[src/mii_arp_macros.svh]
`ifndef MII_ARP_MACROS_SVH
`define MII_ARP_MACROS_SVH

// receive buffer, holds preamble/SFD plus the start of the frame
`define RX_BUF_BYTES 64
`define RX_ADDR_W 6

// reply frame, preamble included
`define TX_FRAME_BYTES 50
`define TX_ADDR_W 6

// ethertype position in the raw buffer (8 preamble bytes + 12 MAC bytes)
`define ETYPE_HI_OFS 20
`define ETYPE_LO_OFS 21

// ethertype value for ARP
`define ETYPE_ARP_HI 8'h08
`define ETYPE_ARP_LO 8'h06

`endif

[src/mii_arp_pkg.sv]
`include "mii_arp_macros.svh"

package mii_arp_pkg;

    // table word, copy view
    // src is the receive buffer byte to copy
    typedef struct packed {
        logic       is_lit;
        logic [6:0] dst;
        logic [7:0] src;
    } reply_copy_t;

    // table word, literal view
    typedef struct packed {
        logic       is_lit;
        logic [6:0] dst;
        logic [7:0] value;
    } reply_lit_t;

    // is_lit sits in the same bit in both views and picks the one to use
    typedef union packed {
        reply_copy_t copy;
        reply_lit_t  lit;
    } reply_op_u;

    // transmit buffer write port
    typedef struct packed {
        logic                  wr;
        logic [`TX_ADDR_W-1:0] addr;
        logic [7:0]            data;
    } tx_wr_t;

    // frame_ready stays up from frame end until released
    typedef struct packed {
        logic                frame_ready;
        logic [`RX_ADDR_W:0] len;
    } rx_status_t;

endpackage

[src/mii_rx_capture.sv]
`include "mii_arp_macros.svh"

module mii_rx_capture (
    input  logic                    i_sys_clk,
    input  logic                    i_nreset,
    input  logic                    i_rx_enable,
    input  logic                    i_rx_dv,
    input  logic [3:0]              i_rx_data,
    input  logic                    i_release,
    input  logic [`RX_ADDR_W-1:0]   i_rd_addr,
    output mii_arp_pkg::rx_status_t o_status,
    output logic [7:0]              o_rd_data
);

    logic [7:0]          rx_buf [`RX_BUF_BYTES];
    logic [3:0]          low_nib;
    logic                last_dv;
    logic                accepting;
    logic                half_q;
    logic [`RX_ADDR_W:0] byte_cnt;

    logic                start;
    logic                take;
    logic                nib_hi;
    logic [`RX_ADDR_W:0] cur_byte;

    // first cycle of dv high opens a frame
    assign start = i_rx_dv && !last_dv;

    // accept decision made once at frame start, then held for the frame
    assign take = i_rx_dv && (start ? (i_rx_enable && !o_status.frame_ready) : accepting);

    // at frame start the pairing and byte count restart
    assign nib_hi   = !start && half_q;
    assign cur_byte = start ? '0 : byte_cnt;

    // buffer and read port
    always_ff @(posedge i_sys_clk) begin
        if (take && !nib_hi) begin
            low_nib <= i_rx_data;
        end
        // low nibble arrives first
        if (take && nib_hi && cur_byte < `RX_BUF_BYTES) begin
            rx_buf[cur_byte[`RX_ADDR_W-1:0]] <= {i_rx_data, low_nib};
        end
        // registered read, data one cycle after address
        o_rd_data <= rx_buf[i_rd_addr];
    end

    always_ff @(posedge i_sys_clk) begin
        if (!i_nreset) begin
            last_dv               <= 1'b0;
            accepting             <= 1'b0;
            half_q                <= 1'b0;
            byte_cnt              <= '0;
            o_status.frame_ready  <= 1'b0;
        end else begin
            last_dv   <= i_rx_dv;
            accepting <= take;

            if (take) begin
                half_q   <= ~nib_hi;
                byte_cnt <= cur_byte;
                // count past the buffer end, saturate at all ones
                if (nib_hi && !(&cur_byte)) begin
                    byte_cnt <= cur_byte + 1'b1;
                end
            end

            // frame end is the first dv low after an accepted frame
            if (i_release) begin
                o_status.frame_ready <= 1'b0;
            end else if (accepting && !i_rx_dv) begin
                o_status.frame_ready <= 1'b1;
                o_status.len         <= byte_cnt;
            end
        end
    end

endmodule

[src/arp_reply_rom.sv]
`include "mii_arp_macros.svh"

module arp_reply_rom (
    input  logic [`TX_ADDR_W-1:0]  i_step,
    output mii_arp_pkg::reply_op_u o_op
);

    // our own addresses
    localparam logic [47:0] OWN_MAC = 48'h1234_5678_9abc;
    localparam logic [31:0] OWN_IP  = {8'd10, 8'd69, 8'd69, 8'd42};

    // literal bytes for destinations 8 to 39, first byte in the top bits
    // broadcast dst, src MAC, ethertype, htype/ptype/hlen/plen/oper, sender MAC and IP
    localparam logic [255:0] LIT_BYTES = {
        {6{8'hff}},
        OWN_MAC,
        `ETYPE_ARP_HI,
        `ETYPE_ARP_LO,
        64'h0001_0800_0604_0002,
        OWN_MAC,
        OWN_IP
    };

    logic [4:0] lit_idx;

    assign lit_idx = 5'(i_step - 6'd8);

    always_comb begin
        // destination always equals the step
        o_op.lit.is_lit = 1'b1;
        o_op.lit.dst    = {1'b0, i_step};
        o_op.lit.value  = 8'h00;

        if (i_step < 6'd8) begin
            // preamble and SFD copied through
            o_op.copy.is_lit = 1'b0;
            o_op.copy.src    = {2'b00, i_step};
        end else if (i_step < 6'd40) begin
            o_op.lit.value = LIT_BYTES[8'd255 - {lit_idx, 3'b000} -: 8];
        end else if (i_step < `TX_FRAME_BYTES) begin
            // target MAC and IP from the request's sender fields, bytes 30 to 39
            o_op.copy.is_lit = 1'b0;
            o_op.copy.src    = 8'(i_step - 6'd10);
        end
    end

endmodule

[src/arp_responder.sv]
`include "mii_arp_macros.svh"

module arp_responder (
    input  logic                    i_sys_clk,
    input  logic                    i_nreset,
    input  mii_arp_pkg::rx_status_t i_status,
    input  logic [7:0]              i_rd_data,
    input  logic                    i_tx_busy,
    output logic [`RX_ADDR_W-1:0]   o_rd_addr,
    output logic                    o_release,
    output mii_arp_pkg::tx_wr_t     o_tx_wr,
    output logic                    o_tx_start
);

    import mii_arp_pkg::*;

    typedef enum logic [2:0] {
        S_IDLE,
        S_READ_TYPE,
        S_DISPATCH,
        S_WALK,
        S_SEND,
        S_FINISH
    } state_t;

    state_t                state;
    logic [1:0]            type_cnt;
    logic [15:0]           eth_type;
    logic [`TX_ADDR_W-1:0] step;
    logic                  phase;
    reply_op_u             op;

    arp_reply_rom u_rom (
        .i_step (step),
        .o_op   (op)
    );

    // read address straight from state and table
    // so the byte is back in time for the second half of a step
    always_comb begin
        o_rd_addr = `RX_ADDR_W'(`ETYPE_LO_OFS);
        if (state == S_WALK) begin
            o_rd_addr = op.copy.src[`RX_ADDR_W-1:0];
        end else if (state == S_READ_TYPE && type_cnt == 2'd0) begin
            o_rd_addr = `RX_ADDR_W'(`ETYPE_HI_OFS);
        end
    end

    // one cycle in finish frees the receive buffer
    assign o_release = (state == S_FINISH);

    always_ff @(posedge i_sys_clk) begin
        if (!i_nreset) begin
            state      <= S_IDLE;
            type_cnt   <= 2'd0;
            step       <= '0;
            phase      <= 1'b0;
            o_tx_start <= 1'b0;
            o_tx_wr.wr <= 1'b0;
        end else begin
            o_tx_start <= 1'b0;
            o_tx_wr.wr <= 1'b0;

            case (state)
                S_IDLE: begin
                    if (i_status.frame_ready) begin
                        state    <= S_READ_TYPE;
                        type_cnt <= 2'd0;
                    end
                end

                // three cycles, hi byte lands on the second, lo on the third
                S_READ_TYPE: begin
                    type_cnt <= type_cnt + 2'd1;
                    if (type_cnt == 2'd1) begin
                        eth_type[15:8] <= i_rd_data;
                    end
                    if (type_cnt == 2'd2) begin
                        eth_type[7:0] <= i_rd_data;
                        state         <= S_DISPATCH;
                    end
                end

                S_DISPATCH: begin
                    // too short to hold an ethertype means stale buffer bytes
                    if (eth_type == {`ETYPE_ARP_HI, `ETYPE_ARP_LO}
                            && i_status.len > `ETYPE_LO_OFS) begin
                        state <= S_WALK;
                        step  <= '0;
                        phase <= 1'b0;
                    end else begin
                        state <= S_FINISH;
                    end
                end

                // phase 0 reads, phase 1 writes
                S_WALK: begin
                    phase <= ~phase;
                    if (phase) begin
                        o_tx_wr.wr   <= 1'b1;
                        o_tx_wr.addr <= op.lit.dst[`TX_ADDR_W-1:0];
                        o_tx_wr.data <= op.lit.is_lit ? op.lit.value : i_rd_data;
                        if (step == `TX_ADDR_W'(`TX_FRAME_BYTES - 1)) begin
                            state      <= S_SEND;
                            o_tx_start <= 1'b1;
                        end else begin
                            step <= step + 1'b1;
                        end
                    end
                end

                // busy only shows up the cycle after start
                S_SEND: begin
                    if (!o_tx_start && !i_tx_busy) begin
                        state <= S_FINISH;
                    end
                end

                S_FINISH: begin
                    state <= S_IDLE;
                end

                default: begin
                    state <= S_IDLE;
                end
            endcase
        end
    end

endmodule

[src/frame_sender.sv]
`include "mii_arp_macros.svh"

module frame_sender (
    input  logic                i_sys_clk,
    input  logic                i_nreset,
    input  mii_arp_pkg::tx_wr_t i_wr,
    input  logic                i_start,
    output logic                o_busy,
    output logic                o_tx_valid,
    output logic [7:0]          o_tx_data
);

    logic [7:0]            tx_buf [`TX_FRAME_BYTES];
    logic [`TX_ADDR_W-1:0] rd_idx;

    // buffer fill from the responder, data out while streaming
    always_ff @(posedge i_sys_clk) begin
        if (i_wr.wr) begin
            tx_buf[i_wr.addr] <= i_wr.data;
        end
        if (o_busy) begin
            o_tx_data <= tx_buf[rd_idx];
        end
    end

    always_ff @(posedge i_sys_clk) begin
        if (!i_nreset) begin
            o_busy     <= 1'b0;
            o_tx_valid <= 1'b0;
            rd_idx     <= '0;
        end else begin
            // valid trails busy by one cycle, same as the data
            o_tx_valid <= o_busy;

            if (!o_busy) begin
                // start ignored while streaming
                if (i_start) begin
                    o_busy <= 1'b1;
                    rd_idx <= '0;
                end
            end else begin
                rd_idx <= rd_idx + 1'b1;
                // busy drops on the edge that loads the last byte
                if (rd_idx == `TX_ADDR_W'(`TX_FRAME_BYTES - 1)) begin
                    o_busy <= 1'b0;
                end
            end
        end
    end

endmodule

[src/mii_arp_top.sv]
`include "mii_arp_macros.svh"

module mii_arp_top (
    input  logic       i_sys_clk,
    input  logic       i_nreset,
    input  logic       i_rx_enable,
    input  logic       i_rx_dv,
    input  logic [3:0] i_rx_data,
    output logic       o_tx_valid,
    output logic [7:0] o_tx_data
);

    import mii_arp_pkg::*;

    // capture to responder
    rx_status_t            rx_status;
    logic [`RX_ADDR_W-1:0] rd_addr;
    logic [7:0]            rd_data;
    logic                  rx_release;

    // responder to sender
    tx_wr_t                tx_wr;
    logic                  tx_start;
    logic                  tx_busy;

    mii_rx_capture u_capture (
        .i_sys_clk   (i_sys_clk),
        .i_nreset    (i_nreset),
        .i_rx_enable (i_rx_enable),
        .i_rx_dv     (i_rx_dv),
        .i_rx_data   (i_rx_data),
        .i_release   (rx_release),
        .i_rd_addr   (rd_addr),
        .o_status    (rx_status),
        .o_rd_data   (rd_data)
    );

    arp_responder u_responder (
        .i_sys_clk  (i_sys_clk),
        .i_nreset   (i_nreset),
        .i_status   (rx_status),
        .i_rd_data  (rd_data),
        .i_tx_busy  (tx_busy),
        .o_rd_addr  (rd_addr),
        .o_release  (rx_release),
        .o_tx_wr    (tx_wr),
        .o_tx_start (tx_start)
    );

    frame_sender u_sender (
        .i_sys_clk  (i_sys_clk),
        .i_nreset   (i_nreset),
        .i_wr       (tx_wr),
        .i_start    (tx_start),
        .o_busy     (tx_busy),
        .o_tx_valid (o_tx_valid),
        .o_tx_data  (o_tx_data)
    );

endmodule

[config.mk]
export PLATFORM = sky130hd
export DESIGN_NAME = mii_arp_top
export DESIGN_NICKNAME = d
export VERILOG_FILES = /design/src/mii_arp_pkg.sv /design/src/mii_rx_capture.sv /design/src/arp_reply_rom.sv /design/src/arp_responder.sv /design/src/frame_sender.sv /design/src/mii_arp_top.sv
export VERILOG_INCLUDE_DIRS = /design/src
export SDC_FILE = /design/constraint.sdc
export NUM_CORES = 1
export LEC_CHECK = 0
export BUFFER_PORTS_ARGS = -buffer_cell sky130_fd_sc_hd__buf_2
export CORE_MARGIN = 4
export CORE_UTILIZATION = 60
export CTS_CLUSTER_SIZE = 16
export DETAILED_ROUTE_END_ITERATION = 12
export PLACE_DENSITY = 0.76
export SYNTH_ARGS = -nofsm -noshare
export SYNTH_HDL_FRONTEND = slang
export SYNTH_SLANG_ARGS = --single-unit
[constraint.sdc]
create_clock -name i_sys_clk -period 4.84 [get_ports i_sys_clk]
set_input_delay 0.968 -clock i_sys_clk [delete_from_list [all_inputs] [get_ports i_sys_clk]]
set_output_delay 0.968 -clock i_sys_clk [all_outputs]
set_load 0.005 [all_outputs]
After elaboration in Yosys (flattened, before gate mapping)
Memories as Yosys holds them, arrays and structs flattened. A register that Yosys moved wholly into a read port is not among the register bits.
Index checks and enable logic that the tools add are counted.
{"block": "word_totals", "register_bits": 74, "out_inout_bits": 9, "input_bits": 8, "memories": 2, "ramBits": 912, "wordCells": 130}
{"memory": "u_capture.rx_buf", "depth": 64, "word_bits": 8, "read_ports": 1, "rd_clocked_by_memory_dff": 1, "write_ports": 1, "line_no": "mii_rx_capture.sv:15", "rtl": "logic [7:0] rx_buf [`RX_BUF_BYTES];"}
{"memory": "u_sender.tx_buf", "depth": 50, "word_bits": 8, "read_ports": 1, "rd_clocked_by_memory_dff": 1, "write_ports": 1, "line_no": "frame_sender.sv:13", "rtl": "logic [7:0] tx_buf [`TX_FRAME_BYTES];"}
{"block": "op_classes", "order_cmp": 5, "n_eq_ne": 17, "n_addsub": 7, "bitwise": 4, "n_shift": 1, "reduce_logical": 36, "n_mux": 38}
{"cell": "$shiftx A263 B9 Y8 const A", "count": 1}
{"cell": "$mux W6", "count": 6}
{"cell": "$mux W8", "count": 4}
{"cell": "$mux W3", "count": 6}
{"cell": "$eq A16 B12 Y1 const B", "count": 1}
{"cell": "$mux W15", "count": 1}
{"cell": "$pmux W3 S5", "count": 1}
{"cell": "$mux W1", "count": 14}
{"cell": "$mux W7", "count": 2}
{"cell": "$add A6 B1 Y6 const B", "count": 2}
{"cell": "$eq A6 B6 Y1 const B", "count": 2}
{"cell": "$logic_and A1 B1 Y1", "count": 12}
{"cell": "$lt A6 B6 Y1 const B", "count": 2}
{"cell": "$pmux W6 S2", "count": 1}
{"cell": "$reduce_and A3 Y1", "count": 4}
{"cell": "$logic_not A1 Y1", "count": 8}
{"cell": "$ne A2 B2 Y1 const B", "count": 4}
{"cell": "$sub A8 B8 Y8 const A", "count": 1}
{"cell": "$add A7 B1 Y7 const B", "count": 1}
{"cell": "$gt A7 B5 Y1 const B", "count": 1}
{"cell": "$lt A7 B7 Y1 const B", "count": 1}
{"cell": "$reduce_and A7 Y1", "count": 1}
{"cell": "$sub A6 B4 Y7 const B", "count": 1}
{"cell": "$eq A3 B2 Y1 const B", "count": 2}
{"cell": "other kinds (19)", "count": 29}

Logic depth before layout (Yosys ltp)
{"block": "depth", "ltp_word": 8, "mapped_depth": 17}

By module
Synthesis repeated with hierarchy kept, for this count alone.
{"block": "unflattened", "hier_cells": 2195, "area_unflattened_um2": 40059.7}
{"mod": "mii_rx_capture", "area_each_um2": 20990.1, "seq_area_each_um2": 16085.4, "n_inst": 1, "cells_each": 1033}
{"mod": "frame_sender", "area_each_um2": 16346.9, "seq_area_each_um2": 12411.9, "n_inst": 1, "cells_each": 888}
{"mod": "arp_responder", "area_each_um2": 1889.3, "seq_area_each_um2": 1181.1, "n_inst": 1, "cells_each": 149}
{"mod": "arp_reply_rom", "area_each_um2": 833.3, "seq_area_each_um2": 0.0, "n_inst": 1, "cells_each": 125}

Worst setup path after synthesis
No wires, ideal clock.
{"block": "synth_path", "kind": "reg-to-reg", "start": "reg u_responder.step[1]", "end": "reg u_capture.o_rd_data[5] (read register of u_capture.rx_buf)", "t_arrival_ns": 3.359, "slack_ns": 1.362, "path_stages_with_launch": 12, "required_ns": 4.720, "setup_time_ns": 0.120, "path_buffers": 2, "cell_sequence": "dfxtp_1 -> inv_1 -> ha_1 -> and4b_1 -> o311a_2 -> o31ai_4 -> buf_6 -> buf_12 -> mux4_2 -> a211oi_1 -> nor4_1 -> a211o_1"}
{"block": "synth_via", "elab_chain_len": 6, "elab_cells_between_ends": 11, "cone_classes": "add/sub (3); order compare (3); shift (1); mux (4)"}
{"element": "start: declaration", "line_no": "arp_responder.sv:29", "rtl": "logic [`TX_ADDR_W-1:0] step;"}
{"element": "start signal: assignment", "line_no": "arp_responder.sv:107", "rtl": "step <= step + 1'b1;"}
{"element": "$sub A5 B4 Y5", "line_no": "arp_reply_rom.sv:26", "rtl": "assign lit_idx = 5'(i_step - 6'd8);"}
{"element": "$sub A8 B8 Y8", "line_no": "arp_reply_rom.sv:39", "rtl": "o_op.lit.value = LIT_BYTES[8'd255 - {lit_idx, 3'b000} -: 8];"}
{"element": "$shiftx A263 B9 Y8", "line_no": "arp_reply_rom.sv:39"}
{"element": "$mux W8", "line_no": "arp_reply_rom.sv:38", "rtl": "end else if (i_step < 6'd40) begin"}
{"element": "$mux W8 (*)", "line_no": "arp_reply_rom.sv:34", "rtl": "if (i_step < 6'd8) begin"}
{"element": "$mux W6 (*)", "line_no": "arp_responder.sv:42", "rtl": "if (state == S_WALK) begin"}
{"element": "end: declaration", "line_no": "mii_rx_capture.sv:12", "rtl": "output logic [7:0] o_rd_data"}
Mark *: on every way between the ends. The rest lies on a longest branch, timed or not.
A chain may end at the register's enable or synchronous reset.

Final worst setup path
{"block": "layout_path", "start": "reg u_responder.step[4]", "end": "reg u_capture.o_rd_data[1] (read register of u_capture.rx_buf)"}
Same word-level chain as after synthesis.

==> flow_metrics.env <==
export IMPL_fin_crit_ns=4.61
export IMPL_synth_compound_area_share_pct=4.82
export IMPL_synth_xor_area_share_pct=0.197
export IMPL_cp_data_required_time_ns=5.36
export IMPL_maxSlewViolCount=0
export IMPL_synthMuxAreaShare_pct=10.1
export IMPL_start_util_pct=60.7
export IMPL_grt_max_degree=70
export IMPL_internal_power_mw=13.7
export IMPL_place_congestion=0.919
export IMPL_synthAdderAreaFrac_pct=0.594
export IMPL_synth_top_family_by_area="multiplexers"
export IMPL_switching_power_mw=3.32
export IMPL_synth_area_per_cell_sq_um=16.5
export IMPL_synth_seq_area_share_pct=74.0
export IMPL_drt_iter0_markers=3142
export IMPL_fin_nets=2505
export IMPL_ys_async_sr_fraction_pct=0
export IMPL_dr_total_vias=22400
export IMPL_drt_total_wl_um=91400
export IMPL_combPwrFrac_pct=1.4
export IMPL_cts_tree="done"
export IMPL_cts_root_buf="clkbuf_16"
export IMPL_arrival_ns=5.13
export IMPL_ctsHtreeMaxLevel=3
export IMPL_drc=0
export IMPL_fin_util_pct=67.1
export IMPL_min_period_over_period_pct=95.2
export IMPL_ios=17
export IMPL_crit_type="flop to flop"
export IMPL_die_w_um=266
export IMPL_drt_vias_per_instance=6.54
export IMPL_drive_above_1_share_pct=15.6
export IMPL_rsz0062_at_grt="false"
export IMPL_ys_ff_latch=1001
export IMPL_relSlewSlack_pct=19.7
export IMPL_dp_hpwl_um=56300
export IMPL_first_global_vias=22200
export IMPL_finalSetupViolations=0
export IMPL_switching_share_pct=19.5
export IMPL_synth_warnings=0
export IMPL_finalSetupTns_ns=0
export IMPL_syn_num_nets=2459
export IMPL_max_freq_ghz=0.217
export IMPL_drt_pass1_iterations=5
export IMPL_clk_latency_ns=0.66
export IMPL_dieArea_sq_mm=0.0710
export IMPL_hold_path_class="flop to flop"
export IMPL_ant_nets=0
export IMPL_portBuffers=16
export IMPL_post_cts_resized=0
export IMPL_critPathMaxFanout=39
export IMPL_cellLeakagePower_nw=14.0
export IMPL_p_per_area_mw_per_mm2=384
export IMPL_insertedDiodeCount=0
export IMPL_worst_pin_slew_ns=1.20
export IMPL_cts_path_max_buffers=3
export IMPL_startpoint_type="flop"
export IMPL_clock_sinks=1001
export IMPL_overflow=0
export IMPL_p_clk_share_pct=43.2
export IMPL_max_cap_violations=0
export IMPL_post_synth_instance_area_sq_mm=0.0401
export IMPL_core_area_sq_mm=0.0660
export IMPL_synthCells=2432
export IMPL_grt_usage_pct=26.0
export IMPL_antenna_found_initial=0
export IMPL_skew_ns=0.0258
export IMPL_hold_viol=0
export IMPL_numCtsBuffers=95
export IMPL_synthFlopType="edfxtp_1"
export IMPL_p_seq_share_pct=55.4
export IMPL_clkTransAtPathRegs_ns=0.06
export IMPL_ir_drop_mv=0.402
export IMPL_wl_per_cell_um=26.7
export IMPL_synth_edff_count=960
export IMPL_fp_dieH_um=266
export IMPL_yosysUniqueCellTypes=77
export IMPL_synth_simple_gate_area_share_pct=8.38
export IMPL_syn_to_final_growth_pct=10.6
export IMPL_row_count=94
export IMPL_grt_pass1_wl_um=139000
export IMPL_status="complete, no violations"
export IMPL_end_kind="flop"
==> worst paths after layout <==
kind / from / end / slack [ns] / depth (start not counted)
worst max-delay path: u_responder.step[4] / u_capture.o_rd_data[1] / 0.23 / 12
worst min-delay path: u_capture.byte_cnt[6] / u_capture.o_status[6] / 0.51 / 0
worst max register to register: u_responder.step[4] / u_capture.o_rd_data[1] / 0.23 / 12
worst min register to register: u_capture.byte_cnt[6] / u_capture.o_status[6] / 0.51 / 0
==> metal layers <==
layer,vias up,GRT usage [%],wire length (um)
li1,9600,-,-
met1,11300,35.7,35000
met2,1292,42.7,44800
met3,224,4.33,7740
met4,0,9.82,3890
met5,-,0,0
==> kinds of logic after synthesis <==
family,after synthesis
multiplexers,222
adder cells (fa/ha/maj),19
AO/OA/AOI/OAI,274
AND/OR/NAND/NOR,758
buffers and inverters,149
flip-flops,1001
XOR/XNOR,9
==> power groups by stage <==
stage          clock network [mW]  logic [mW]  registers (mW)
2_1_floorplan                   0       0.124            9.62
3_3_place_gp                    0       0.227            9.61
3_5_place_dp                    0       0.236            9.61
4_1_cts                      7.42       0.237            9.42
5_1_grt                      7.83       0.259            9.42
6_report                     7.35       0.240            9.42
==> cell usage in the layout (no fill, tap or decap), types with 9 or more instances in the layout <==
master / count
buf_12: 11
clkinv_1: 17
and3_1: 49
o22ai_1: 13
bufinv_16: 9
mux4_2: 135
nand3_1: 62
buf_2: 16
a31oi_1: 31
nor2b_1: 12
nor2_1: 168
nand4_1: 18
nor3_1: 14
mux2_2: 12
o21ai_0: 29
ha_1: 19
clkbuf_16: 96
clkinv_2: 26
edfxtp_1: 960
a21oi_1: 67
a221oi_1: 13
clkbuf_1: 20
mux2i_1: 68
dfxtp_1: 38
nand2b_1: 17
a32oi_1: 20
nand2_1: 371
inv_1: 14
buf_4: 57
a211oi_1: 20
==> worst max-delay path: stages, from the launching register on <==
cell,delay [ns]
dfxtp_1,0.55
inv_1,0.18
ha_1,0.67
nand2b_1,0.22
o21ai_0,0.09
o32ai_1,0.64
o21a_2,0.32
buf_4,0.41
and3_1,0.23
a211oi_1,0.06
o41ai_1,0.68
o311a_1,0.35
o41ai_1,0.09
==> flip-flops by register name (all words and copies together), names as in the netlist <==
signal and flops:
u_responder.type_cnt 2, u_sender.o_busy 1, u_sender.rd_idx 6, u_capture.low_nib 4, u_responder.step 6, u_responder.state 3
u_capture.half_q 1, u_capture.o_rd_data 8, u_responder.o_tx_start 1, u_capture.last_dv 1, u_capture.o_status 7, u_responder.o_tx_wr 15
u_sender.tx_buf 400, u_capture.byte_cnt 7, u_responder.phase 1, u_capture.accepting 1, u_responder.eth_type 16, u_sender.o_tx_data 8
u_capture.rx_buf 512, u_sender.o_tx_valid 1
==> timing repair <==
action / in CTS / in global routing
hold buffers: 0 / 0
buffers inserted: 0 / 3
endpoints found under the setup margin: 0 / 6
==> through the flow <==
step	cell area (sq um)	worst slack, ns	power, mW	hold WS, ns	std cells
4_1_cts	44300	0.0878	17.1	0.501	3422
2_1_floorplan	40100	1.36	9.74	0.407	2432
6_report	44300	0.233	17.0	0.507	3425
3_5_place_dp	41200	0.128	9.84	0.476	3242
3_3_place_gp	41200	0.200	9.84	0.487	3242
5_1_grt	44300	0.0780	17.5	0.521	3425
==> cell usage after synthesis (all sizes together) (3+ instances only) <==
cell / instances / area, sq um
or3b: 3 / 26.3
inv: 14 / 52.6
nor2: 170 / 641
a211o: 4 / 35.0
o22a: 6 / 52.6
a22oi: 7 / 52.6
or2: 3 / 18.8
nand3b: 7 / 52.6
nand2b: 17 / 106
o2111ai: 4 / 35.0
edfxtp: 960 / 28800
dfxtp: 41 / 821
mux2i: 68 / 681
a21oi: 69 / 349
o32ai: 3 / 26.3
ha: 19 / 238
o32a: 3 / 30.0
and2: 6 / 37.5
nor3: 14 / 70.1
a32oi: 20 / 175
a31oi: 31 / 194
or3: 4 / 25.0
and3: 49 / 307
o22ai: 13 / 81.3
nor3b: 8 / 60.1
a41oi: 5 / 43.8
nor2b: 12 / 75.1
nand3: 62 / 310
a21o: 3 / 22.5
clkbuf: 49 / 185
mux2: 12 / 135
mux4: 142 / 3220
nand2: 371 / 1390
buf: 86 / 523
o21ai: 31 / 155
o21a: 5 / 37.5
o41ai: 3 / 26.3
a211oi: 20 / 150
xnor2: 7 / 61.3
nor4: 3 / 18.8
a311oi: 8 / 87.6
a32o: 7 / 70.1
nand4: 18 / 113
a221oi: 15 / 144
==> layout make-up <==
type | count | area (sq um)
Clock buffer | 120 | 2530
Clock inverter | 60 | 562
Fill cell | 4301 | 21700
Inverter | 14 | 52.6
Multi-Input combinational cell | 1282 | 9680
Sequential cell | 1001 | 29700
Tap cell | 864 | 1080
Timing Repair Buffer | 84 | 728
Note: power is estimated with default switching activity, not from simulation.
